<file path="config.mk">
export PLATFORM = sky130hd
export DESIGN_NAME = island_soc_ctrl
export DESIGN_NICKNAME = d
export VERILOG_FILES = /design/src/island_pkg.sv /design/src/island_soc_ctrl.sv
export VERILOG_INCLUDE_DIRS = /design/src
export SDC_FILE = /design/constraint.sdc
export NUM_CORES = 1
export LEC_CHECK = 0
export BUFFER_PORTS_ARGS = -buffer_cell sky130_fd_sc_hd__buf_2
export CORE_ASPECT_RATIO = 1.5
export CORE_UTILIZATION = 46
export CTS_CLUSTER_SIZE = 8
export DETAILED_ROUTE_END_ITERATION = 16
export MAX_ROUTING_LAYER = met4
export PLACE_DENSITY = 0.87
export SKIP_CTS_REPAIR_TIMING = 1
export SLEW_MARGIN = 15
export SYNTH_ARGS = -nofsm -noshare
export SYNTH_HDL_FRONTEND = slang
export SYNTH_SLANG_ARGS = --single-unit
</file>
<file path="constraint.sdc">
create_clock -name clk_i -period 1.9 [get_ports clk_i]
set_input_delay 0.38 -clock clk_i [delete_from_list [all_inputs] [get_ports clk_i]]
set_output_delay 0.38 -clock clk_i [all_outputs]
set_load 0.01 [all_outputs]
</file>
<file path="src/island_defines.svh">
// ----------------------------------------------------------
// Widths, depths, credits and address map of the island.
// Include this header wherever one of these values is needed.
// ----------------------------------------------------------
`ifndef ISLAND_DEFINES_SVH
`define ISLAND_DEFINES_SVH

// Datapath
`define ISL_ADDR_WIDTH        16
`define ISL_DATA_WIDTH        32
`define ISL_BE_WIDTH          4

// Memory banks, contiguous from the base
`define ISL_NUM_BANKS         2
`define ISL_BANK_BYTES        1024
`define ISL_BANK_BASE         16'h0000

// SoC control window and its registers
`define ISL_CTRL_BASE         16'h2000
`define ISL_CTRL_BYTES        16
`define ISL_REG_BOOTADDR      16'h0000
`define ISL_REG_FETCHEN       16'h0004
`define ISL_REG_BOOTMODE      16'h0008
`define ISL_BOOT_ADDR_DEFAULT 32'h0000_2080

// Flow control
`define ISL_REQ_DEPTH         4
`define ISL_RSP_CREDITS       4

`define ISL_ERR_RDATA         32'hBADC_AB1E

`endif

</file>
<file path="src/island_pkg.sv">
// ----------------------------------------------------------
// Shared types of the island: opcodes, boot modes, targets.
// ----------------------------------------------------------
`default_nettype none

package island_pkg;

  // Request opcode
  typedef enum logic {
    OP_READ  = 1'b0,
    OP_WRITE = 1'b1
  } island_op_e;

  // Boot mode pin encoding
  typedef enum logic [1:0] {
    BOOT_PRELOAD = 2'd0,
    BOOT_JTAG    = 2'd1,
    BOOT_SPI     = 2'd2,
    BOOT_UART    = 2'd3
  } boot_mode_e;

  // Router destination after address decode
  typedef enum logic [1:0] {
    TGT_BANK = 2'd0,
    TGT_CTRL = 2'd1,
    TGT_ERR  = 2'd2
  } island_target_e;

endpackage

`default_nettype wire

</file>
<file path="src/island_soc_ctrl.sv">
// ----------------------------------------------------------
// SoC control registers: boot address, fetch enable and the
// boot mode captured on the first cycle out of reset.
// ----------------------------------------------------------
`timescale 1ns/1ps
`include "island_defines.svh"
`default_nettype none

module island_soc_ctrl (
  input  logic                       clk_i,
  input  logic                       rst_ni,
  input  logic                       req_i,
  input  island_pkg::island_op_e     op_i,
  input  logic [`ISL_ADDR_WIDTH-1:0] addr_i,
  input  logic [`ISL_DATA_WIDTH-1:0] wdata_i,
  output logic [`ISL_DATA_WIDTH-1:0] rdata_o,
  input  island_pkg::boot_mode_e     bootmode_i,
  input  logic                       fetch_enable_i,
  output logic                       fetch_enable_o,
  output logic [`ISL_DATA_WIDTH-1:0] boot_addr_o
);
  import island_pkg::*;

  localparam int unsigned DataW = `ISL_DATA_WIDTH;

  logic                 first_cycle_q;
  logic [DataW-1:0]     bootaddr_q;
  logic                 fetchen_q;
  boot_mode_e           bootmode_q;
  logic [DataW-1:0]     rdata_d;
  logic [DataW-1:0]     rdata_q;

  always_ff @(posedge clk_i or negedge rst_ni) begin : proc_first_cycle
    if (!rst_ni) begin
      first_cycle_q <= 1'b1;
    end else begin
      first_cycle_q <= 1'b0;
    end
  end

  // Hardware capture takes priority over a bus write
  always_ff @(posedge clk_i or negedge rst_ni) begin : proc_regs
    if (!rst_ni) begin
      bootaddr_q <= `ISL_BOOT_ADDR_DEFAULT;
      fetchen_q  <= 1'b0;
      bootmode_q <= BOOT_PRELOAD;
    end else if (first_cycle_q) begin
      bootmode_q <= bootmode_i;
      fetchen_q  <= (bootmode_i == BOOT_JTAG);
    end else if (req_i && (op_i == OP_WRITE)) begin
      case (addr_i)
        `ISL_REG_BOOTADDR: bootaddr_q <= wdata_i;
        `ISL_REG_FETCHEN:  fetchen_q  <= wdata_i[0];
        default: ;
      endcase
    end
  end

  // Bootmode is read-only, unknown offsets read zero
  always_comb begin : proc_read_mux
    case (addr_i)
      `ISL_REG_BOOTADDR: rdata_d = bootaddr_q;
      `ISL_REG_FETCHEN:  rdata_d = DataW'(fetchen_q);
      `ISL_REG_BOOTMODE: rdata_d = DataW'(bootmode_q);
      default:           rdata_d = '0;
    endcase
  end

  always_ff @(posedge clk_i or negedge rst_ni) begin : proc_rdata
    if (!rst_ni) begin
      rdata_q <= '0;
    end else if (req_i && (op_i == OP_READ)) begin
      rdata_q <= rdata_d;
    end
  end

  assign rdata_o        = rdata_q;
  assign fetch_enable_o = fetchen_q | fetch_enable_i;
  assign boot_addr_o    = bootaddr_q;

endmodule

`default_nettype wire

</file>
==> results.md <==
- Min Tclk post-route: 1.702 ns
- Sequential fraction of the synthesis area: 65.81%
- Vias/cell: just over 5
- Peak supply drop: 501.4 µV
- Post-Synth Simple-Gate Area: around 4.4%
- Mapped Avg Cell Area: 15.33 µm²
- Mapped cell area: 2591 µm²
- WP data arrival: about 1.9 ns
- Clock sinks: 68
- Place WS: -0.1441 ns
- Post-route setup slack: 0.1978 ns
- Adder-cell share of the synthesized area: 0%
- Clock transition at path regs: around 0.070 ns
- Final HPWL DP: 4088 µm
- Data required time of the worst path: between 2 and 2.5 ns
- CTS Buf Count: 9
- Total power: 2.771 mW
- Post-synthesis xor/xnor area fraction: 0%
- Fillers: 459
- PortBufs: between 100 and 150
- Worst hold path type: in -> async
- LEAKAGE: 2.024 nW
- First-pass GRT wire length: 9239 µm
- GRT overflow: 0
- Hold Vio Cnt, Final: 0
- Status: finished clean
- Warnings, synthesis: 0
- Mux share of post-synthesis cell area: 15.55%
- Drc violations: 0
- Most common cell after layout, fill and taps aside: buf_2
- H-tree Lvls: 3
- Tcrit/Tclk final: about nine tenths
- Most frequent cells in the layout: buf_2, dfrtp_1, mux2_1, a22o_1, clkbuf_8
- Synthesized netlist cell count: 169
- Clock buffer depth: 2
- Setup crit end kind: flop
- Setup violations, final: 0
- Setup TNS: 0 ns
- Power per cell area: 788.3 nW/µm²
- 1st-pass router iterations: 4
- Vias post-DR: 1914
- RSZ-0062 raised after global routing: false
- Initial core utilization: 47.54%
- Antenna diodes: 0
- Max Slew Vio Count: 0
- Drt first-iter violations: 83
- Die width: 63.28 µm
- Ports: 120
- Yosys reg bits: 68
- Core area: 5450 µm²
- Compound-Gate Fraction of Synth Area: between 10% and 20%
- Total GRT Usage: ~21%
- Remaining antenna violation count after routing: 0
- Vias in the first global route: 1944
- Post-synth cell types: 26
- Pin count of the biggest net entering global routing: slightly below 70
- FF+latch area: 1705 µm²
- Root buffer cell: clkbuf_8
- Layout cells sized above 1: 51.16%
- Die H: 93.92 µm
- MaxCap Viol Count: 0
- GPL Wtd Cong: 0.7910
- Highest clock rate: just under 600 MHz
- Mapped Nets: about 220
- Max Clock Skew: 0.006878 ns
- Wirelength, routed: between 5000 and 6000 µm
- Footprint of the multi-input gates: 839.6 µm²
- Crit path kind: in -> reg
- Final net count: ~350
- Largest family of logic cells by synthesized area: multiplexers
- Site row count: 33
- Initial antenna violation count: 0
- CTS tree: done
- Crit path max fanout: 32
- Skew-Pair Late Insertion Delay: around 0.32 ns
- Startpoint Class: input port
- Die area: slightly below 6000 µm²
- Average routed wire per standard cell: 15.24 µm
- Syn-to-layout area delta: 35.68%
-- final timing paths --
check,startpoint,end,slack [ns],cells after the start
worst max-delay path,addr_i[1],boot_addr_o[26],0.20,6
worst min-delay path,rst_ni,rdata_o[7],0.05,2
worst max register to register,first_cycle_q,boot_addr_o[26],0.44,3
worst min register to register,rdata_o[1],rdata_o[1],0.47,2
max in group asynchronous,rst_ni,boot_addr_o[13],1.52,2
min in group clk_i,wdata_i[24],boot_addr_o[24],0.27,2
-- critical path, cell delays in order --
cell	delay, ns
buf_2	0.10
nor4_2	0.27
nand4_1	0.20
nor4_4	0.30
buf_12	0.25
mux2_1	0.37
-- layout make-up --
type,count,area share [%]
flip-flops and latches,68,48.51
inverters,2,0.2135
well taps,70,2.491
clock inverters,4,1.352
repair buffers,126,19.15
multi-input cells,89,23.88
clock buffers,12,4.413
-- layer usage --
layer | global-route usage (%) | vias up | wire (µm)
met5 | - | - | 0
met2 | 36.29 | 77 | 3109
met4 | 12.69 | 0 | 148
met1 | 23.98 | 943 | 2110
li1 | - | 880 | -
met3 | 3.034 | 14 | 284
-- synth_stat cells --
master | count | area, µm²
a22o_1 | 30 | 262.8
nor4_1 | 4 | 25.02
a31oi_1 | 1 | 6.260
o31ai_1 | 1 | 7.510
nand2b_1 | 2 | 12.51
mux2_2 | 4 | 45.04
buf_2 | 3 | 15.01
nand4_1 | 1 | 6.260
o41ai_1 | 1 | 8.760
or2_2 | 1 | 6.260
mux2i_1 | 2 | 20.02
buf_6 | 3 | 33.78
dfrtp_1 | 65 | 1627
clkbuf_1 | 4 | 15.01
conb_1 | 1 | 3.750
nor4_4 | 1 | 21.27
dfstp_2 | 3 | 78.83
inv_1 | 2 | 7.510
nor2_1 | 2 | 7.510
mux2_1 | 30 | 337.8
nor3_1 | 1 | 5.000
o211ai_1 | 1 | 7.510
or4_1 | 1 | 7.510
nand2_1 | 3 | 11.26
nand3_1 | 1 | 5.000
nand3b_1 | 1 | 7.510
-- per-stage QoR --
stage	instance area, µm²	hold WS, ns	instances	util (%)
after floorplan	2610	0.08441	169	-
after global placement	3313	0.4211	355	60.79
after CTS	3516	0.07111	371	64.51
after detailed placement	3313	0.4252	355	60.79
after global routing	3516	0.08924	371	64.51
final	3516	0.04629	371	64.51
-- flip-flops by register name, summed over array words and instances (netlist names) --
| signal | flops |
|---|---|
| fetchen_q | 1 |
| first_cycle_q | 1 |
| boot_addr_o | 32 |
| bootmode_q | 2 |
| rdata_o | 32 |
-- cell families after synthesis --
family                 count (synthesis)
AO/OA/AOI/OAI                         34
buffers and inverters                 12
flip-flops                            68
multiplexers                          36
other                                  1
AND/OR/NAND/NOR                       18
-- where the power goes --
part	internal [mW]	total, mW	switching, mW
sequential	1.46	1.46	0.00542
combinational	0.0601	0.131	0.0707
clock	0.674	1.18	0.506
No activity file was read; power rests on OpenSTA's default activity.
