===== config.mk =====
export PLATFORM = sky130hd
export DESIGN_NAME = island_router
export DESIGN_NICKNAME = d
export VERILOG_FILES = /design/src/island_pkg.sv /design/src/island_router.sv
export VERILOG_INCLUDE_DIRS = /design/src
export SDC_FILE = /design/constraint.sdc
export NUM_CORES = 1
export LEC_CHECK = 0
export BUFFER_PORTS_ARGS = -buffer_cell sky130_fd_sc_hd__buf_2
export CAP_MARGIN = 20
export CORE_AREA = 2 2 94 96
export DETAILED_ROUTE_END_ITERATION = 10
export DIE_AREA = 0 0 96 98
export GPL_TIMING_DRIVEN = 0
export HOLD_SLACK_MARGIN = 0.05
export SETUP_SLACK_MARGIN = 0.1
export SYNTH_ARGS = -nofsm -noshare
export SYNTH_HDL_FRONTEND = slang
export SYNTH_SLANG_ARGS = --single-unit

===== constraint.sdc =====
create_clock -name clk_i -period 3.05 [get_ports clk_i]
set_clock_uncertainty 0.1 [all_clocks]
set_input_delay 0 -clock clk_i [delete_from_list [all_inputs] [get_ports clk_i]]
set_output_delay 0 -clock clk_i [all_outputs]
set_load 0.05 [all_outputs]

===== src/island_defines.svh =====
// ----------------------------------------------------------
// Widths, depths, credits and address map of the island.
// Include this header wherever one of these values is needed.
// ----------------------------------------------------------
`ifndef ISLAND_DEFINES_SVH
`define ISLAND_DEFINES_SVH

// Datapath
`define ISL_ADDR_WIDTH        16
`define ISL_DATA_WIDTH        32
`define ISL_BE_WIDTH          4

// Memory banks, contiguous from the base
`define ISL_NUM_BANKS         2
`define ISL_BANK_BYTES        1024
`define ISL_BANK_BASE         16'h0000

// SoC control window and its registers
`define ISL_CTRL_BASE         16'h2000
`define ISL_CTRL_BYTES        16
`define ISL_REG_BOOTADDR      16'h0000
`define ISL_REG_FETCHEN       16'h0004
`define ISL_REG_BOOTMODE      16'h0008
`define ISL_BOOT_ADDR_DEFAULT 32'h0000_2080

// Flow control
`define ISL_REQ_DEPTH         4
`define ISL_RSP_CREDITS       4

`define ISL_ERR_RDATA         32'hBADC_AB1E

`endif


===== src/island_pkg.sv =====
// ----------------------------------------------------------
// Shared types of the island: opcodes, boot modes, targets.
// ----------------------------------------------------------
`default_nettype none

package island_pkg;

  // Request opcode
  typedef enum logic {
    OP_READ  = 1'b0,
    OP_WRITE = 1'b1
  } island_op_e;

  // Boot mode pin encoding
  typedef enum logic [1:0] {
    BOOT_PRELOAD = 2'd0,
    BOOT_JTAG    = 2'd1,
    BOOT_SPI     = 2'd2,
    BOOT_UART    = 2'd3
  } boot_mode_e;

  // Router destination after address decode
  typedef enum logic [1:0] {
    TGT_BANK = 2'd0,
    TGT_CTRL = 2'd1,
    TGT_ERR  = 2'd2
  } island_target_e;

endpackage

`default_nettype wire


===== src/island_router.sv =====
// ----------------------------------------------------------
// Address decode, dispatch under response credits, in-order
// response mux and the built-in error responder.
// ----------------------------------------------------------
`timescale 1ns/1ps
`include "island_defines.svh"
`default_nettype none

module island_router (
  input  logic                                           clk_i,
  input  logic                                           rst_ni,
  input  logic                                           head_valid_i,
  input  island_pkg::island_op_e                         head_op_i,
  input  logic [`ISL_ADDR_WIDTH-1:0]                     head_addr_i,
  input  logic [`ISL_DATA_WIDTH-1:0]                     head_wdata_i,
  input  logic [`ISL_BE_WIDTH-1:0]                       head_be_i,
  output logic                                           pop_o,
  output logic [`ISL_NUM_BANKS-1:0]                      bank_req_o,
  output logic                                           ctrl_req_o,
  output island_pkg::island_op_e                         tgt_op_o,
  output logic [`ISL_ADDR_WIDTH-1:0]                     tgt_addr_o,
  output logic [`ISL_DATA_WIDTH-1:0]                     tgt_wdata_o,
  output logic [`ISL_BE_WIDTH-1:0]                       tgt_be_o,
  input  logic [`ISL_NUM_BANKS-1:0][`ISL_DATA_WIDTH-1:0] bank_rdata_i,
  input  logic [`ISL_DATA_WIDTH-1:0]                     ctrl_rdata_i,
  output logic                                           rsp_valid_o,
  output logic [`ISL_DATA_WIDTH-1:0]                     rsp_rdata_o,
  output logic                                           rsp_err_o,
  input  logic                                           rsp_credit_i
);
  import island_pkg::*;

  localparam int unsigned AddrW    = `ISL_ADDR_WIDTH;
  localparam int unsigned BankIdxW = (`ISL_NUM_BANKS > 1) ? $clog2(`ISL_NUM_BANKS) : 1;
  localparam int unsigned CrdW     = $clog2(`ISL_RSP_CREDITS + 1);
  localparam logic [AddrW-1:0] BankSpan  = AddrW'(`ISL_NUM_BANKS * `ISL_BANK_BYTES);
  localparam logic [AddrW-1:0] BankBytes = AddrW'(`ISL_BANK_BYTES);
  localparam logic [AddrW-1:0] CtrlBytes = AddrW'(`ISL_CTRL_BYTES);

  island_target_e      tgt;
  logic [BankIdxW-1:0] bank_idx;
  logic [AddrW-1:0]    bank_off;
  logic [AddrW-1:0]    ctrl_off;
  logic                dispatch;
  logic [CrdW-1:0]     credits_q;
  logic                rsp_valid_q;
  island_target_e      rec_tgt_q;
  logic [BankIdxW-1:0] rec_bank_q;
  island_op_e          rec_op_q;

  // ----------------------------------------------------------
  // Decode and dispatch
  // ----------------------------------------------------------
  assign bank_off = head_addr_i - `ISL_BANK_BASE;
  assign ctrl_off = head_addr_i - `ISL_CTRL_BASE;

  // Offsets wrap below the base, so one unsigned compare per window
  always_comb begin : proc_decode
    tgt        = TGT_ERR;
    bank_idx   = '0;
    tgt_addr_o = head_addr_i;
    if (bank_off < BankSpan) begin
      tgt        = TGT_BANK;
      bank_idx   = BankIdxW'(bank_off / BankBytes);
      tgt_addr_o = bank_off % BankBytes;
    end else if (ctrl_off < CtrlBytes) begin
      tgt        = TGT_CTRL;
      tgt_addr_o = ctrl_off;
    end
  end

  assign dispatch    = head_valid_i && (credits_q != '0);
  assign pop_o       = dispatch;
  assign ctrl_req_o  = dispatch && (tgt == TGT_CTRL);
  assign tgt_op_o    = head_op_i;
  assign tgt_wdata_o = head_wdata_i;
  assign tgt_be_o    = head_be_i;

  always_comb begin : proc_bank_req
    for (int i = 0; i < `ISL_NUM_BANKS; i++) begin
      bank_req_o[i] = dispatch && (tgt == TGT_BANK) && (bank_idx == BankIdxW'(i));
    end
  end

  // ----------------------------------------------------------
  // Credits and response record
  // ----------------------------------------------------------
  always_ff @(posedge clk_i or negedge rst_ni) begin : proc_credits
    if (!rst_ni) begin
      credits_q <= CrdW'(`ISL_RSP_CREDITS);
    end else begin
      credits_q <= credits_q + CrdW'(rsp_credit_i) - CrdW'(dispatch);
    end
  end

  always_ff @(posedge clk_i or negedge rst_ni) begin : proc_record
    if (!rst_ni) begin
      rsp_valid_q <= 1'b0;
      rec_tgt_q   <= TGT_BANK;
      rec_bank_q  <= '0;
      rec_op_q    <= OP_READ;
    end else begin
      rsp_valid_q <= dispatch;
      if (dispatch) begin
        rec_tgt_q  <= tgt;
        rec_bank_q <= bank_idx;
        rec_op_q   <= head_op_i;
      end
    end
  end

  // Targets answer one cycle after their strobe
  always_comb begin : proc_rsp_mux
    case (rec_tgt_q)
      TGT_BANK: rsp_rdata_o = bank_rdata_i[rec_bank_q];
      TGT_CTRL: rsp_rdata_o = ctrl_rdata_i;
      default:  rsp_rdata_o = `ISL_ERR_RDATA;
    endcase
    if (rec_op_q == OP_WRITE) begin
      rsp_rdata_o = '0;
    end
  end

  assign rsp_valid_o = rsp_valid_q;
  assign rsp_err_o   = (rec_tgt_q == TGT_ERR);

endmodule

`default_nettype wire


==> qor.json, run 1 <==
{
  "pwr": {
    "pwr-share-seq_pct": 11.0,
    "total_switching_power_mw": 1.00,
    "finalPower_mw": 1.60,
    "power_report.internal_total_mw": 0.596,
    "combinationalPowerShare_pct": 80.5,
    "sw_frac_of_total_pct": 62.7,
    "pwr-share-clk_pct": 8.5,
    "powerDensity_nw_per_um2": 515,
    "p_leak_nw": 1.66,
    "worst_ir_drop_vdd_uv": 335
  },
  "yosys": {
    "synth_top_cell_by_area": "buf_4",
    "synth_ff_type": "dfrtp_1",
    "synth_warnings": 0,
    "ys_ff_latch": 8,
    "mean_instance_size_in_the_synthesized_netlist_um2": 8.90,
    "syn-num-nets": 364,
    "synth-edff-count": 0,
    "ys_types": 31,
    "share_of_async_settable_or_async_resettable_flops_after_synthesis_pct": 100,
    "synth.cell_area_um2": 1840,
    "yosysSeqAreaShare_pct": 10.9,
    "synth_area_leaders": "buf_4 20%, mux2i_1 17%, mux2_4 16%",
    "yosys_top_cell_area_share_pct": 20.0,
    "synth_cells": 207
  },
  "clock_tree": {
    "post-cts-setup-buffers": 0,
    "hold_buffers": 6,
    "max-clock-path-buffers": 2,
    "clock-root-buffer": "clkbuf_8",
    "tritoncts.num_buffers": 3,
    "ctsResizeCount": 0,
    "clock_insertion_delay_worst_skew_ns": 0.23,
    "number_of_h_tree_levels": 1,
    "clk_transition_reported_paths_ns": 0.04,
    "clock-sinks": 8,
    "cts_tree": "yes"
  },
  "worst_setup_path": {
    "critical_path.reg2reg.startpoint": "credits_q[1]$_DFF_PN0_",
    "timing.critical_path.fanout_max": 10,
    "worst-endpoint-arrival_ns": 2.47,
    "reg2reg_to": "credits_q[2]$_DFF_PN1_",
    "crit_end": "credits_q[2]$_DFF_PN1_",
    "rr_worst_depth": 9,
    "r2r_slack_ns": 0.63,
    "path_class": "reg -> reg",
    "timing.critical_path.from_type": "flop",
    "timing.critical_path.to_type": "flop",
    "worst-endpoint-required_ns": 3.10,
    "worst_setup_path_startpoint": "credits_q[1]$_DFF_PN0_"
  },
  "floorplanning": {
    "die_w_um": 96,
    "pin_count": 244,
    "dieArea_um2": 9410,
    "core_region_area_um2": 8470,
    "dieHeight_um": 98,
    "floorplan.initialDensity_pct": 21.8,
    "placementRows": 34
  },
  "timing": {
    "grt_setup_unrepaired": "no",
    "tns_ns": 0,
    "final_min_period_over_clock_period_pct": 79.3,
    "worst_slew_margin_rel_pct": 64.4,
    "timing.final.hold_violations": 0,
    "slew_of_the_pin_with_the_lowest_slew_margin_ns": 0.534,
    "fin_hold_ws_ns": 0.0942,
    "max_freq_ghz": 0.414,
    "setup_viol": 0,
    "min_period_ns": 2.42,
    "post-route-worst-setup-slack_ns": 0.633,
    "slew_violations": 0
  },
  "placement": {
    "sum_of_net_half_perimeters_after_detailed_placement_um": 5480,
    "gpl.final_weighted_congestion": 0.681,
    "placed_cells": 518,
    "standard_cell_area_after_detailed_placement_um2": 2990,
    "pre_cts_ws_ns": 0.610,
    "port_buffers": 203
  },
  "final_layout": {
    "post-route-util_pct": 36.6,
    "antennaDiodeCount": 0,
    "synthToLayoutAreaGrowth_pct": 68.2,
    "layoutNonFillerInstCount": 528,
    "final_nets": 578,
    "layout-drive-gt1-share_pct": 71.0,
    "fillers": 876,
    "stdcell_area_um2": 3100
  },
  "detailed_routing": {
    "drcViolationCount": 0,
    "via_count": 2176,
    "drt-initial-drc-count": 27,
    "drt_pre_antenna_iters": 4,
    "routed_wire_length_per_instance_um": 12.2,
    "finalWirelength_um": 6430,
    "drt.antenna.violating_nets": 0,
    "routed_via_density": 4.12
  },
  "global_routing": {
    "via_count_of_the_first_global_routing_pass": 2021,
    "total_congestion_overflow_after_global_routing": 0,
    "grt_pass1_wl_um": 9300,
    "grt_antenna_before_repair": 0,
    "grt_start_max_net_pins": 11,
    "grtUsageTotal_pct": 12.2
  },
  "outcome": {
    "result_of_the_run": "completed"
  },
  "job": {
    "max-cap-violations": 0
  },
  "hold_path": {
    "hold_class": "in -> reg"
  }
}
==> how the worst min path moves through the flow <==
stage | startpoint | endpoint | slack (ns) | depth (start not counted)
floorplan | rst_ni | credits_q[0]$_DFF_PN0_ | -0.40 | 0
global placement | rst_ni | credits_q[0]$_DFF_PN0_ | -0.25 | 1
detailed placement | rst_ni | credits_q[0]$_DFF_PN0_ | -0.25 | 1
CTS | head_valid_i | rec_tgt_q[1]$_DFFE_PN0P_ | 0.1 | 4
global route | head_valid_i | rec_tgt_q[1]$_DFFE_PN0P_ | 0.12 | 4
finish | head_valid_i | rec_tgt_q[1]$_DFFE_PN0P_ | 0.09 | 4
==> synthesized netlist by cell type (all sizes together), types with 2 or more instances <==
cell and n:
xnor2 2, and2 3, nor4b 3, buf 56
o21ai 2, nor2 16, mux2 32, clkbuf 7
a21oi 20, mux2i 32, dfrtp 7, nand2 5
ha 3, inv 8
==> sequential cells by signal, indices dropped and copies added, names as in the netlist <==
| register | flops |
|---|---|
| rec_bank_q | 1 |
| rec_tgt_q | 2 |
| rsp_valid_o | 1 |
| rec_op_q | 1 |
| credits_q | 3 |
==> area by class of cell <==
| cell class | count | area (um2) | share of cell area, % |
|---|---|---|---|
| Clock buffer | 4 | 45.0 | 1.45 |
| Buffer | 63 | 472 | 15.2 |
| Timing Repair Buffer | 209 | 1080 | 34.7 |
| Inverter | 8 | 30.0 | 0.969 |
| Sequential cell | 8 | 201 | 6.50 |
| Tap cell | 108 | 135 | 4.36 |
| Multi-Input combinational cell | 128 | 1140 | 36.8 |
==> placed cells by master (no fill, tap or decap), drive strengths merged, types with 2 or more instances in the layout <==
cell type | netlist | routed
mux2i | 32 | 32
buf | 56 | 259
a21oi | 20 | 20
ha | 3 | 3
nand2 | 5 | 5
dfrtp | 7 | 7
xnor2 | 2 | 2
inv | 8 | 8
nor2 | 16 | 16
clkbuf | 7 | 11
nor4b | 3 | 3
dlygate4sd3 | 0 | 6
mux2 | 32 | 32
o21ai | 2 | 2
and2 | 3 | 3
==> power groups by stage <==
stage	sequential, mW	clock [mW]	combinational [mW]
finish	0.176	0.135	1.28
global route	0.182	0.153	1.37
CTS	0.176	0.140	1.30
detailed placement	0.175	0	1.29
global placement	0.175	0	1.28
floorplan	0.178	0	0.963
==> metal layers <==
| layer | global-route usage (%) | vias up | share of wire (%) |
|---|---|---|---|
| met3 | 1.62 | 3 | 9.5 |
| met2 | 23.9 | 130 | 53 |
| met5 | 0 | - | 0 |
| met1 | 13.8 | 955 | 37 |
| met4 | 1.98 | 0 | 0.37 |
| li1 | - | 1088 | - |
==> critical path, stage by stage, from the launching register on <==
cell and delay, ns:
dfrtp_1 0.40, o31ai_1 0.28, buf_2 0.25, inv_1 0.12, ha_1 0.29, inv_1 0.04
ha_1 0.18, fa_1 0.38, xor2_1 0.17, xnor2_1 0.14
==> kinds of logic (layout without fill, tap and decap cells) <==
group,after synthesis,after routing,share of synthesized area [%]
buffers and inverters,71,284,27.2
muxes,64,64,41.0
and+or+nand+nor,32,32,8.97
AOI/OAI and AO/OA,25,25,7.27
DFF,8,8,10.9
adders and majority gates,4,4,3.13
xor gates and xnor gates,3,3,1.43
Note: power is estimated with default switching activity, not from simulation.
==> run 2: changes to the inputs <==
clock period = 2.45 ns   (was 3.05 ns; I/O delays follow)
==> run 2 against run 1 <==
  * Core utilization is 0.96 points higher
  * Worst hold slack gained 0.049 ns
  * Sequential power increased by 32%
==> qor.json, run 2 (synthesized netlist as in run 1, its figures left out) <==
{
  "timing": {
    "max_freq_ghz": 0.436,
    "slew_of_the_pin_with_the_lowest_slew_margin_ns": 0.521,
    "worst_slew_margin_rel_pct": 65.3,
    "slew_violations": 0,
    "final_min_period_over_clock_period_pct": 93.7,
    "setup_viol": 0,
    "timing.final.hold_violations": 0,
    "grt_setup_unrepaired": "no",
    "min_period_ns": 2.29
  },
  "floorplanning": {
    "dieHeight_um": 98,
    "core_region_area_um2": 8470,
    "placementRows": 34,
    "floorplan.initialDensity_pct": 21.8,
    "dieArea_um2": 9410,
    "die_w_um": 96,
    "pin_count": 244
  },
  "global_routing": {
    "grtUsageTotal_pct": 12.1,
    "grtUsageMet3_pct": 1.47,
    "grt_pass1_wl_um": 9160,
    "grt_antenna_before_repair": 0,
    "groute.layer.met2.usage_pct": 24.1,
    "total_congestion_overflow_after_global_routing": 0,
    "grt_start_max_net_pins": 11,
    "via_count_of_the_first_global_routing_pass": 2032,
    "grt_util_met1_pct": 13.4,
    "grt.busiest_layer": "met2"
  },
  "clock_tree": {
    "clock-root-buffer": "clkbuf_8",
    "clock-sinks": 8,
    "number_of_h_tree_levels": 1,
    "clk_transition_reported_paths_ns": 0.05,
    "clock_insertion_delay_worst_skew_ns": 0.23,
    "tritoncts.num_buffers": 3,
    "cts_tree": "yes",
    "max-clock-path-buffers": 2
  },
  "final_layout": {
    "antennaDiodeCount": 0,
    "layout_common_cells": "205 x buf_2, 53 x buf_4, 32 x mux2i_1",
    "layout-drive-gt1-share_pct": 72.6,
    "synthToLayoutAreaGrowth_pct": 72.6,
    "fillers": 910,
    "max_reg_flops": 3,
    "largest_register": "credits_q",
    "reg.largest.list": "credits_q: 3 flops, rec_tgt_q: 2 flops",
    "final_common_cell": "buf_2",
    "stdcell_area_um2": 3180,
    "final_nets": 582
  },
  "worst_setup_path": {
    "rr_worst_depth": 9,
    "timing.critical_path.from_type": "flop",
    "crit_end": "credits_q[2]$_DFF_PN1_",
    "path_class": "reg -> reg",
    "critical_path.reg2reg.startpoint": "credits_q[1]$_DFF_PN0_",
    "worst-endpoint-arrival_ns": 2.34,
    "reg2reg_to": "credits_q[2]$_DFF_PN1_",
    "timing.critical_path.to_type": "flop",
    "timing.critical_path.fanout_max": 3,
    "worst_setup_path_startpoint": "credits_q[1]$_DFF_PN0_",
    "worst-endpoint-required_ns": 2.50,
    "r2r_slack_ns": 0.16
  },
  "job": {
    "max-cap-violations": 0
  },
  "detailed_routing": {
    "drt-initial-drc-count": 68,
    "routed_wire_length_per_instance_um": 12.2,
    "drt.antenna.violating_nets": 0,
    "routed_via_density": 4.17,
    "via_count": 2219,
    "drcViolationCount": 0,
    "drt_pre_antenna_iters": 4,
    "finalWirelength_um": 6500
  },
  "placement": {
    "standard_cell_area_after_detailed_placement_um2": 3020,
    "sum_of_net_half_perimeters_after_detailed_placement_um": 5320,
    "port_buffers": 203,
    "gpl.final_weighted_congestion": 0.721
  },
  "pwr": {
    "finalPower_mw": 2.08,
    "powerDensity_nw_per_um2": 655,
    "worst_ir_drop_vdd_uv": 413,
    "p_leak_nw": 1.67
  },
  "hold_path": {
    "hold_class": "in -> reg"
  },
  "outcome": {
    "result_of_the_run": "completed"
  }
}
run 2: how the worst min path moves through the flow:
stage,start,endpoint,cells after the start
detailed placement,rst_ni,credits_q[0]$_DFF_PN0_,1
global placement,rst_ni,credits_q[0]$_DFF_PN0_,1
floorplan,rst_ni,credits_q[0]$_DFF_PN0_,0
global route,head_valid_i,rec_tgt_q[1]$_DFFE_PN0P_,4
CTS,head_valid_i,rsp_valid_o$_DFF_PN0_,4
finish,head_valid_i,rec_tgt_q[1]$_DFFE_PN0P_,4
run 2: what timing repair did:
| action | 4_1_cts | 5_1_grt |
|---|---|---|
| endpoints found under the hold margin | 11 | 0 |
| hold buffers | 6 | 0 |
| gates resized for setup | 0 | 6 |
| setup endpoints to repair | 1 | 1 |
| pin swaps | 0 | 6 |
| setup buffers | 1 | 3 |
run 2: critical path, stage by stage, from the launching register on:
cell and delay, ns:
dfrtp_1 0.42, o31ai_4 0.28, buf_6 0.14, clkinvlp_4 0.11
ha_4 0.28, inv_2 0.04, ha_4 0.15, fa_2 0.35
xor2_1 0.18, xnor2_1 0.16
run 2: area by class of cell:
cell class                      count  area [um2]  share of cell area, %
Sequential cell                     8         201                   6.34
Buffer                             63         478                   15.0
Tap cell                          108         135                   4.25
Inverter                            8        33.8                   1.06
Timing Repair Buffer              213        1110                   34.8
Multi-Input combinational cell    128        1180                   37.1
Clock buffer                        4        45.0                   1.42
run 2: power breakdown:
group / total (mW) / internal [mW] / switching, mW
sequential: 0.232 / 0.185 / 0.0462
clock: 0.165 / 0.113 / 0.0520
combinational: 1.69 / 0.495 / 1.19
total: 2.08 / 0.793 / 1.29
run 2: per-stage QoR:
| step | instances | TNS, ns | hold WS [ns] | setup WS (ns) | utilization (%) |
|---|---|---|---|---|---|
| after global placement | 518 | 0 | -0.247 | 0.122 | 35.6 |
| after global routing | 532 | 0 | 0.150 | 0.0698 | 37.6 |
| after CTS | 529 | 0 | 0.102 | 0.140 | 37.0 |
| after detailed placement | 518 | 0 | -0.248 | 0.0782 | 35.6 |
| after floorplan | 207 | -0.0694 | -0.396 | -0.0360 | - |
| final | 532 | 0 | 0.143 | 0.155 | 37.6 |
run 2: per-layer routing:
layer / vias up / part of all wire (%)
li1: 1092 / -
met1: 989 / 37
met2: 138 / 53
met3: 0 / 9.6
met4: 0 / 0
met5: - / 0
