==> src/island_defines.svh <==
// ----------------------------------------------------------
// Widths, depths, credits and address map of the island.
// Include this header wherever one of these values is needed.
// ----------------------------------------------------------
`ifndef ISLAND_DEFINES_SVH
`define ISLAND_DEFINES_SVH

// Datapath
`define ISL_ADDR_WIDTH        16
`define ISL_DATA_WIDTH        32
`define ISL_BE_WIDTH          4

// Memory banks, contiguous from the base
`define ISL_NUM_BANKS         2
`define ISL_BANK_BYTES        1024
`define ISL_BANK_BASE         16'h0000

// SoC control window and its registers
`define ISL_CTRL_BASE         16'h2000
`define ISL_CTRL_BYTES        16
`define ISL_REG_BOOTADDR      16'h0000
`define ISL_REG_FETCHEN       16'h0004
`define ISL_REG_BOOTMODE      16'h0008
`define ISL_BOOT_ADDR_DEFAULT 32'h0000_2080

// Flow control
`define ISL_REQ_DEPTH         4
`define ISL_RSP_CREDITS       4

`define ISL_ERR_RDATA         32'hBADC_AB1E

`endif

==> src/island_pkg.sv <==
// ----------------------------------------------------------
// Shared types of the island: opcodes, boot modes, targets.
// ----------------------------------------------------------
`default_nettype none

package island_pkg;

  // Request opcode
  typedef enum logic {
    OP_READ  = 1'b0,
    OP_WRITE = 1'b1
  } island_op_e;

  // Boot mode pin encoding
  typedef enum logic [1:0] {
    BOOT_PRELOAD = 2'd0,
    BOOT_JTAG    = 2'd1,
    BOOT_SPI     = 2'd2,
    BOOT_UART    = 2'd3
  } boot_mode_e;

  // Router destination after address decode
  typedef enum logic [1:0] {
    TGT_BANK = 2'd0,
    TGT_CTRL = 2'd1,
    TGT_ERR  = 2'd2
  } island_target_e;

endpackage

`default_nettype wire

==> src/island_req_buffer.sv <==
// ----------------------------------------------------------
// Credit-controlled request FIFO; one credit returns per pop.
// ----------------------------------------------------------
`timescale 1ns/1ps
`include "island_defines.svh"
`default_nettype none

module island_req_buffer (
  input  logic                       clk_i,
  input  logic                       rst_ni,
  input  logic                       req_valid_i,
  input  island_pkg::island_op_e     req_op_i,
  input  logic [`ISL_ADDR_WIDTH-1:0] req_addr_i,
  input  logic [`ISL_DATA_WIDTH-1:0] req_wdata_i,
  input  logic [`ISL_BE_WIDTH-1:0]   req_be_i,
  output logic                       head_valid_o,
  output island_pkg::island_op_e     head_op_o,
  output logic [`ISL_ADDR_WIDTH-1:0] head_addr_o,
  output logic [`ISL_DATA_WIDTH-1:0] head_wdata_o,
  output logic [`ISL_BE_WIDTH-1:0]   head_be_o,
  input  logic                       pop_i,
  output logic                       req_credit_o
);
  import island_pkg::*;

  localparam int unsigned PtrW = (`ISL_REQ_DEPTH > 1) ? $clog2(`ISL_REQ_DEPTH) : 1;
  localparam int unsigned CntW = $clog2(`ISL_REQ_DEPTH + 1);

  island_op_e                 op_mem    [`ISL_REQ_DEPTH];
  logic [`ISL_ADDR_WIDTH-1:0] addr_mem  [`ISL_REQ_DEPTH];
  logic [`ISL_DATA_WIDTH-1:0] wdata_mem [`ISL_REQ_DEPTH];
  logic [`ISL_BE_WIDTH-1:0]   be_mem    [`ISL_REQ_DEPTH];
  logic [PtrW-1:0]            wr_ptr_q;
  logic [PtrW-1:0]            rd_ptr_q;
  logic [CntW-1:0]            count_q;
  logic                       do_pop;

  function automatic logic [PtrW-1:0] ptr_next(input logic [PtrW-1:0] ptr);
    return (ptr == PtrW'(`ISL_REQ_DEPTH - 1)) ? '0 : ptr + 1'b1;
  endfunction

  assign head_valid_o = (count_q != '0);
  assign do_pop       = pop_i & head_valid_o;
  // Credit goes back in the pop cycle itself
  assign req_credit_o = do_pop;

  assign head_op_o    = op_mem[rd_ptr_q];
  assign head_addr_o  = addr_mem[rd_ptr_q];
  assign head_wdata_o = wdata_mem[rd_ptr_q];
  assign head_be_o    = be_mem[rd_ptr_q];

  always_ff @(posedge clk_i) begin : proc_store
    if (req_valid_i) begin
      op_mem[wr_ptr_q]    <= req_op_i;
      addr_mem[wr_ptr_q]  <= req_addr_i;
      wdata_mem[wr_ptr_q] <= req_wdata_i;
      be_mem[wr_ptr_q]    <= req_be_i;
    end
  end

  always_ff @(posedge clk_i or negedge rst_ni) begin : proc_ptrs
    if (!rst_ni) begin
      wr_ptr_q <= '0;
      rd_ptr_q <= '0;
      count_q  <= '0;
    end else begin
      if (req_valid_i) begin
        wr_ptr_q <= ptr_next(wr_ptr_q);
      end
      if (do_pop) begin
        rd_ptr_q <= ptr_next(rd_ptr_q);
      end
      count_q <= count_q + CntW'(req_valid_i) - CntW'(do_pop);
    end
  end

endmodule

`default_nettype wire

==> config.mk <==
export PLATFORM = sky130hd
export DESIGN_NAME = island_req_buffer
export DESIGN_NICKNAME = d
export VERILOG_FILES = /design/src/island_pkg.sv /design/src/island_req_buffer.sv
export VERILOG_INCLUDE_DIRS = /design/src
export SDC_FILE = /design/constraint.sdc
export NUM_CORES = 1
export LEC_CHECK = 0
export ABC_AREA = 0
export BUFFER_PORTS_ARGS = -buffer_cell sky130_fd_sc_hd__clkbuf_2
export CORE_ASPECT_RATIO = 2
export CORE_UTILIZATION = 57
export CTS_CLUSTER_DIAMETER = 40
export DETAILED_ROUTE_END_ITERATION = 10
export GPL_TIMING_DRIVEN = 0
export PLACE_DENSITY_LB_ADDON = 0.2
export SYNTH_ARGS = -nofsm -noshare
export SYNTH_HDL_FRONTEND = slang
export SYNTH_SLANG_ARGS = --single-unit
==> constraint.sdc <==
create_clock -name clk_i -period 2.5 [get_ports clk_i]
set_input_delay 0 -clock clk_i [delete_from_list [all_inputs] [get_ports clk_i]]
set_output_delay 0 -clock clk_i [all_outputs]
set_load 0.005 [all_outputs]
==> impl_metrics.tcl, run 1 <==
set metrics [dict create \
    status "finished clean" \
    seq_power_share_pct 46.1 \
    cp_data_arrival_time_ns 2.71 \
    reg2regPathDepth 9 \
    cp_max_fo 4 \
    power.density_nw_per_um2 1050 \
    dpl.hpwl_mm 8.13 \
    grt_start_max_net_pins 54 \
    place_area_um2 8940 \
    grt_use_total_pct 19.6 \
    fin_skew_ns 0.00633 \
    ir_drop_mv 1.01 \
    stdcell_area_um2 10100 \
    path_buf_inv 3 \
    drv_cap 0 \
    fin_crit_sh_pct 92.6 \
    leakagePower_nw 3.57 \
    dr.pass1.iters 4 \
    worstSetupStartpoint "count_q[1]$_DFF_PN0_" \
    crit_path_frequent_cell "inv_1" \
    worst-setup-path-type "reg2reg" \
    die_w_um 86.5 \
    fin_nets 567 \
    synth-seq-cells 219 \
    grt-ovfl-total 0 \
    power_frac_comb_pct 29.1 \
    vias 3785 \
    grt_pass1_vias 4186 \
    routed_wl_mm 13.8 \
    critPathSlowestCell "dfrtp_1" \
    synth_top_area_cell "edfxtp_1" \
    setup_violations 0 \
    antenna_found_initial 1 \
    worst_pin_slew_ns 0.820 \
    area_growth_syn_to_layout_pct 23.8 \
    grt_pass1_wl_mm 21.4 \
    dieHeight_um 171 \
    cpPeakStageDelay_ns 0.46 \
    clkTransAtPathRegs_ns 0.07 \
    synthTopCellsByArea "edfxtp_1 (78%), mux4_2 (13%), dfrtp_1 (2.2%)" \
    internal_power_mw 7.80 \
    synth-seq-area-share_pct 80.4 \
    path_delay_family "adder cells" \
    root_buffer "clkbuf_16" \
    switching_share_pct 26.4 \
    drc 0 \
    pwr-share-clk_pct 24.8 \
    hold_violations 0 \
    io_pins 112 \
    cts_tree "done" \
    report.power.total_mw 10.6 \
    rsz0062_at_grt "false" \
    synthCells 314 \
    numPortBuffers 111 \
    holdCritStartpoint "req_wdata_i[30]" \
    fp-row-count 61 \
    drive_gt1_share_pct 39.7 \
    cts_inserted_buffers 18 \
    switchingPower_mw 2.79 \
    worstPathRequired_ns 2.89 \
    hold_depth 2 \
    initial_utilization_pct 58.6 \
    rr_startpoint "count_q[1]$_DFF_PN0_" \
    worstPathCellList "o31ai_2 > inv_1 > ha_1 > inv_1 > ha_1 > inv_1 > fa_1 > xnor2_1 > xnor2_1" \
    clock_latency_ns 0.47 \
    fin_crit_ns 2.31 \
    route.antenna.remaining_nets 0 \
    clockBufferDepth 3 \
    finalWeightedCongestion 0.644 \
    yosys_warnings 0 \
    end_kind "flop" \
    postLayoutCoreUtil_pct 72.5 \
    drt_iter0_drc 196 \
    h-tree-depth 1 \
    dieArea_um2 14800 \
    viasPerCell 5.38 \
    holdWs_ns 0.283 \
    synth_cell_types 19 \
    synth_top_area_share_pct 78.3 \
    maxSlewViolCount 0 \
    syn_area_um2 8130 \
    maxSlewHeadroom_pct 45.3 \
    syn-num-nets 379 \
    cts_sinks 219 \
    cp.depth 9 \
    max_freq_ghz 0.432 \
    setup.worst_path.start_class "flop" \
    synth_area_per_cell_um2 25.9 \
    core-area_um2 13900 \
    tns_ns 0 \
    wl_per_cell_um 19.7 \
    hold_class "in2reg" \
]
-- layout make-up --
class                           instances  area, um2
Antenna cell                            1       2.50
Buffer                                 12        141
Clock buffer                           28        529
Clock inverter                          4       22.5
Fill cell                             898       3820
Inverter                                7       26.3
Multi-Input combinational cell         76       1440
Sequential cell                       219       6540
Tap cell                              189        236
Timing Repair Buffer                  168       1130
-- Yosys cell counts --
library cell / instances
edfxtp_1: 212
mux2_2: 2
buf_6: 1
nand2_1: 1
mux4_2: 48
dfrtp_1: 7
buf_2: 6
o21ai_0: 2
inv_1: 7
xnor2_1: 2
o31ai_1: 1
buf_12: 5
mux4_1: 5
and2_1: 4
or3b_2: 1
or3_1: 1
nor2_1: 1
ha_1: 7
fa_1: 1
-- power groups by stage --
stage | registers, mW | logic [mW] | clock network, mW
3_3_place_gp | 4.96 | 3.02 | 0
2_1_floorplan | 4.91 | 2.00 | 0
3_5_place_dp | 4.96 | 3.08 | 0
5_1_grt | 4.93 | 3.36 | 2.79
6_report | 4.88 | 3.08 | 2.62
4_1_cts | 4.89 | 3.16 | 2.69
-- timing repair --
| action | in CTS | in global routing |
|---|---|---|
| hold buffers | 57 | 0 |
| resized for setup | 0 | 1 |
| hold endpoints to repair | 224 | 0 |
| buffers inserted | 0 | 0 |
| endpoints found under the setup margin | 0 | 1 |
-- logic make-up (layout without fill, tap and decap cells) --
logic type      after synthesis  in the layout  share of synthesized area (%)
mux                          55             55                           15.2
buf+inv                      19            219                           2.06
other cells                   0              1                              0
fa+ha+maj                     8              8                           1.32
xor+xnor                      2              2                          0.215
flops                       219            219                           80.4
compound gates                3              3                          0.215
simple gates                  8              8                          0.584
-- flip-flops by register name (all words and copies together) (netlist names) --
register / cells
addr_mem: 64
be_mem: 16
count_q: 3
op_mem: 4
rd_ptr_q: 2
wdata_mem: 128
wr_ptr_q: 2
-- per-stage QoR --
step / instances / worst slack, ns
after floorplan: 314 / 0.206
after CTS: 703 / 0.119
after global routing: 704 / 0.0823
after detailed placement: 614 / 0.152
after global placement: 614 / -0.771
final: 704 / 0.186
-- per-layer routing --
| metal | global-route usage (%) | vias up | part of all wire (%) |
|---|---|---|---|
| met3 | 3.57 | 27 | 4.4 |
| met2 | 36.9 | 99 | 57 |
| met4 | 6.81 | 0 | 2.6 |
| met1 | 21.9 | 1943 | 36 |
| met5 | 0 | - | 0 |
| li1 | - | 1716 | - |
-- path summary, 6_finish.rpt --
kind / endpoint / slack (ns)
setup / recovery: count_q[2]$_DFF_PN0_ / 0.19
hold / removal: wdata_mem[1][30]$_DFFE_PP_ / 0.28
setup reg to reg: count_q[2]$_DFF_PN0_ / 0.19
hold reg to reg: count_q[2]$_DFF_PN0_ / 0.53
max in group asynchronous: rd_ptr_q[1]$_DFFE_PN0P_ / 1.69
min in group asynchronous: wr_ptr_q[0]$_DFFE_PN0P_ / 0.55
-- cell usage in the layout (no fill, tap or decap), types with 6 or more instances in the layout --
cell	netlist	routed
clkbuf_2	0	111
clkbuf_1	0	7
edfxtp_1	212	212
inv_1	7	7
clkbuf_16	0	19
ha_1	7	7
dlygate4sd3_1	0	57
buf_2	6	6
mux4_2	48	48
dfrtp_1	7	7
Power figures use the tool's default switching activity.
==> inputs of run 2 (changes only) <==
Settings changed: PLACE_DENSITY set to 0.79, PLACE_DENSITY_LB_ADDON 0.2 to unset.
==> impl_metrics.tcl, run 2 (synthesized netlist as in run 1, its figures left out) <==
set metrics [dict create \
    diodes 0 \
    fill_cells 866 \
    finalWeightedCongestion 0.679 \
    area_growth_syn_to_layout_pct 25.1 \
    setup.worst_path.start_class "flop" \
    seq_power_share_pct 44.3 \
    fin_crit_sh_pct 91.4 \
    worst_slack_ns 0.215 \
    rsz0062_at_grt "false" \
    drive_gt1_share_pct 40.2 \
    max_freq_ghz 0.438 \
    power.density_nw_per_um2 1090 \
    h-tree-depth 1 \
    grt_use_total_pct 20.7 \
    cts_tree "done" \
    switching_share_pct 26.3 \
    routed.top_layer "met4" \
    m1WireLength_mm 5.15 \
    switchingPower_mw 2.91 \
    status "finished clean" \
    final_cell_mix "edfxtp_1 (212), clkbuf_2 (111), dlygate4sd3_1 (57), mux4_2 (48), clkbuf_16 (19)" \
    die_w_um 86.5 \
    cts_inserted_buffers 19 \
    wl_met3_um 551 \
    vias 3818 \
    numPortBuffers 111 \
    pwr-share-clk_pct 27.6 \
    drc 0 \
    cp_max_fo 3 \
    place_area_um2 8940 \
    hold_violations 0 \
    dpl.hpwl_mm 8.19 \
    viasPerCell 5.42 \
    power_frac_comb_pct 28.2 \
    antenna_found_initial 0 \
    grt_start_max_net_pins 54 \
    fin_nets 568 \
    setup_violations 0 \
    hold_class "in2reg" \
    io_pins 112 \
    drt_iter0_drc 151 \
    ir_drop_mv 0.973 \
    final-seq-area_um2 6540 \
    grt_pass1_wl_mm 22.3 \
    clock_latency_ns 0.47 \
    worstPathRequired_ns 2.88 \
    cp_data_arrival_time_ns 2.67 \
    maxSlewViolCount 0 \
    fin_skew_ns 0.0101 \
    worst_pin_slew_ns 0.839 \
    grt-ovfl-total 0 \
    route.antenna.remaining_nets 0 \
    largest_register_ffs 128 \
    maxSlewHeadroom_pct 44.1 \
    report.power.total_mw 11.1 \
    dieHeight_um 171 \
    drv_cap 0 \
    clockBufferDepth 3 \
    fin_crit_ns 2.28 \
    pre_cts_slack_ns 0.0757 \
    routed_wl_mm 14.3 \
    met2_length_mm 8.28 \
    grt_pass1_vias 4254 \
    core-area_um2 13900 \
    regMostFlops "wdata_mem" \
    post_cts.repair.setup_buffers 0 \
    initial_utilization_pct 58.6 \
    worst-setup-path-type "reg2reg" \
    wl_per_cell_um 20.4 \
    stdcell_area_um2 10200 \
    dieArea_um2 14800 \
    dr.pass1.iters 4 \
    clkTransAtPathRegs_ns 0.07 \
    cts_sinks 219 \
    leakagePower_nw 3.61 \
    reg_top3 "wdata_mem x128, addr_mem x64, be_mem x16" \
    multi_input_area_um2 1450 \
    root_buffer "clkbuf_16" \
    fp-row-count 61 \
    end_kind "flop" \
    final_common_cell "edfxtp_1" \
    internal_power_mw 8.16 \
]
## run 2: changes by cell type in the layout (fill, tap and decap cells not counted), moves of 2 or more
cell       before  now
bufinv_16       0    4
clkbuf_1        7    1
clkinv_1        0    4
clkinv_2        3    1
clkbuf_8        2    0
## run 2: power by group through the flow
stage,Sequential [mW],Clock [mW],Combinational [mW]
2_1_floorplan,4.91,0,2.00
3_3_place_gp,4.95,0,3.02
3_5_place_dp,4.96,0,3.11
4_1_cts,4.89,3.10,3.19
5_1_grt,4.95,3.24,3.39
6_report,4.90,3.05,3.12
## run 2: critical path, cell delays in order, from the launching register on
cell and delay, ns:
dfrtp_1 0.44, o31ai_4 0.31, inv_1 0.10, ha_1 0.31, inv_1 0.06, ha_1 0.13, inv_1 0.04, fa_1 0.37
xnor2_1 0.24, xnor2_1 0.18
## run 2: path summary, 6_finish.rpt
path                                       from                         end  slack, ns  cells after the start
min reg2reg                count_q[2]$_DFF_PN0_        count_q[2]$_DFF_PN0_       0.62                      1
min in group asynchronous                rst_ni        count_q[2]$_DFF_PN0_       0.51                      3
max reg2reg                count_q[2]$_DFF_PN0_        count_q[2]$_DFF_PN0_       0.22                      9
max in group asynchronous                rst_ni     rd_ptr_q[1]$_DFFE_PN0P_       1.74                      3
min                             req_wdata_i[15]  wdata_mem[0][15]$_DFFE_PP_       0.29                      2
max                        count_q[2]$_DFF_PN0_        count_q[2]$_DFF_PN0_       0.22                      9
## run 2: area by class of cell
type	instances	share of cell area (%)
inverter	7	0.258
sequential	219	64.3
clock inverter	13	1.72
tap	189	2.32
multi-input combinational	76	14.2
buffer	12	1.39
timing repair buffer	168	11.1
clock buffer	20	4.71
## run 2: repair_timing
action / in CTS / in global routing
hold buffers: 57 / 0
gates resized for setup: 0 / 2
hold endpoints to repair: 224 / 0
setup endpoints to repair: 0 / 1
## run 2: through the flow
stage	hold WS (ns)	setup TNS, ns	cells	util (%)
global route	0.277	0	704	73.2
detailed placement	-0.153	0	614	64.3
floorplan	-0.296	0	314	-
finish	0.288	0	704	73.2
CTS	0.266	0	704	73.1
global placement	-0.163	-141.46	614	64.3
## run 2: layer usage
layer | GRT usage, % | vias up
met4 | 8.48 | 0
met5 | 0 | -
met3 | 3.18 | 27
met1 | 23.1 | 1977
li1 | - | 1713
met2 | 38.6 | 101
==> inputs of run 3 (changes only) <==
Settings changed: CORE_UTILIZATION 57 to 59, CTS_BUF_LIST set to sky130_fd_sc_hd__clkbuf_8, PLACE_DENSITY 0.79 to 0.82, SKIP_LAST_GASP set to 1.
==> impl_metrics.tcl, run 3 (synthesized netlist as in run 1, its figures left out) <==
set metrics [dict create \
    maxSlewViolCount 0 \
    routed_wl_mm 13.9 \
    cts_inserted_buffers 27 \
    place_area_um2 8890 \
    fp-row-count 60 \
    max_freq_ghz 0.434 \
    largest_register_ffs 128 \
    pre_cts_slack_ns 0.0309 \
    route.antenna.remaining_nets 0 \
    internal_power_mw 7.78 \
    worstPathRequired_ns 2.92 \
    fin_crit_sh_pct 92.3 \
    clkTransAtPathRegs_ns 0.07 \
    use_met3_pct 2.84 \
    seq_power_share_pct 46.0 \
    drt_iter0_drc 145 \
    grt_pass1_vias 4382 \
    drive_gt1_share_pct 40.9 \
    dpl.hpwl_mm 8.04 \
    wl_per_cell_um 20.2 \
    dp_cells 580 \
    core-area_um2 13400 \
    maxSlewHeadroom_pct 46.0 \
    final_common_cell "edfxtp_1" \
    diodes 0 \
    power_frac_comb_pct 29.2 \
    vias 3896 \
    numPortBuffers 111 \
    die_w_um 85.0 \
    layout.cells.non_filler 686 \
    drc 0 \
    grtUsageMet1_pct 22.3 \
    dr.pass1.iters 4 \
    cts_tree "done" \
    finalWeightedCongestion 0.747 \
    root_buffer "clkbuf_8" \
    switching_share_pct 26.8 \
    fin_crit_ns 2.31 \
    area_growth_syn_to_layout_pct 23.5 \
    antenna_found_initial 0 \
    stdcell_area_um2 10000 \
    cp_data_arrival_time_ns 2.73 \
    hold_class "in2reg" \
    fin_nets 576 \
    grt_use_total_pct 20.3 \
    rsz0062_at_grt "false" \
    drv_cap 0 \
    leakagePower_nw 3.61 \
    io_pins 112 \
    worst_slack_ns 0.194 \
    h-tree-depth 1 \
    dieHeight_um 168 \
    setup.worst_path.start_class "flop" \
    switchingPower_mw 2.85 \
    tns_ns 0 \
    regMostFlops "wdata_mem" \
    postLayoutCoreUtil_pct 74.8 \
    clock_latency_ns 0.52 \
    grtUsageMet2_pct 38.1 \
    reg_top3 "wdata_mem x128, addr_mem x64, be_mem x16" \
    fin_skew_ns 0.00901 \
    initial_utilization_pct 60.5 \
    grt_pass1_wl_mm 21.7 \
    grt_start_max_net_pins 54 \
    status "finished clean" \
    power.density_nw_per_um2 1060 \
    worst_pin_slew_ns 0.810 \
    busiest_layer "met2" \
    worst-setup-path-type "reg2reg" \
    pwr-share-clk_pct 24.8 \
    cp_max_fo 4 \
    clockBufferDepth 3 \
    cts_sinks 219 \
    dieArea_um2 14300 \
    end_kind "flop" \
    setup_violations 0 \
    final_cell_mix "edfxtp_1 (212), clkbuf_2 (111), dlygate4sd3_1 (57), mux4_2 (48), clkbuf_8 (27)" \
    ir_drop_mv 0.806 \
    grt-ovfl-total 0 \
    hold_violations 0 \
    viasPerCell 5.68 \
]
==> run 3: cell count changes in the layout (fill, tap and decap cells not counted), sizes merged <==
cell | before | now
clkinv | 6 | 13
inv | 8 | 12
clkbuf | 131 | 138
clkinvlp | 2 | 0
==> run 3: stage by stage <==
step	power, mW	hold slack (ns)
final	10.6	0.244
after global routing	11.1	0.237
after CTS	10.7	0.221
after detailed placement	8.04	-0.152
after global placement	7.96	-0.163
after floorplan	6.91	-0.296
==> run 3: what timing repair did <==
item	4_1_cts	5_1_grt
hold endpoints to repair	224	0
resized for setup	0	2
hold buffers	57	0
setup buffers	0	0
endpoints found under the setup margin	0	1
==> run 3: layer usage <==
metal / routed length, um / up-vias
li1: - / 1736
met1: 4980 / 2019
met2: 7930 / 110
met3: 515 / 31
met4: 417 / 0
met5: 0 / -
==> run 3: cell type report <==
class / instances / area, um2
multi-input combinational: 76 / 1450
clock inverter: 22 / 200
timing repair buffer: 168 / 1130
tap: 155 / 194
fill: 732 / 3390
inverter: 7 / 26.3
sequential: 219 / 6540
buffer: 12 / 141
clock buffer: 27 / 372
==> run 3: path summary, 6_finish.rpt <==
path | to | startpoint | slack [ns] | depth (start not counted)
max | count_q[2]$_DFF_PN0_ | count_q[1]$_DFF_PN0_ | 0.19 | 9
min in group asynchronous | count_q[2]$_DFF_PN0_ | rst_ni | 0.44 | 3
max reg2reg | count_q[2]$_DFF_PN0_ | count_q[1]$_DFF_PN0_ | 0.19 | 9
min reg2reg | count_q[2]$_DFF_PN0_ | count_q[2]$_DFF_PN0_ | 0.58 | 1
max in group asynchronous | rd_ptr_q[1]$_DFFE_PN0P_ | rst_ni | 1.82 | 3
min | wdata_mem[3][18]$_DFFE_PP_ | req_wdata_i[18] | 0.24 | 2
==> run 3: critical path, stage by stage (launching register included) <==
cell and delay (ns):
dfrtp_1 0.46, o31ai_4 0.31, inv_1 0.11, ha_1 0.31, inv_1 0.06, ha_1 0.14
inv_1 0.05, fa_1 0.39, xnor2_1 0.23, xnor2_1 0.16
==> run 3: power groups by stage <==
stage          Combinational, mW  Sequential [mW]  Clock, mW
2_1_floorplan               2.00             4.91          0
3_3_place_gp                3.01             4.95          0
3_5_place_dp                3.09             4.96          0
4_1_cts                     3.16             4.88       2.69
5_1_grt                     3.36             4.94       2.84
6_report                    3.10             4.89       2.64
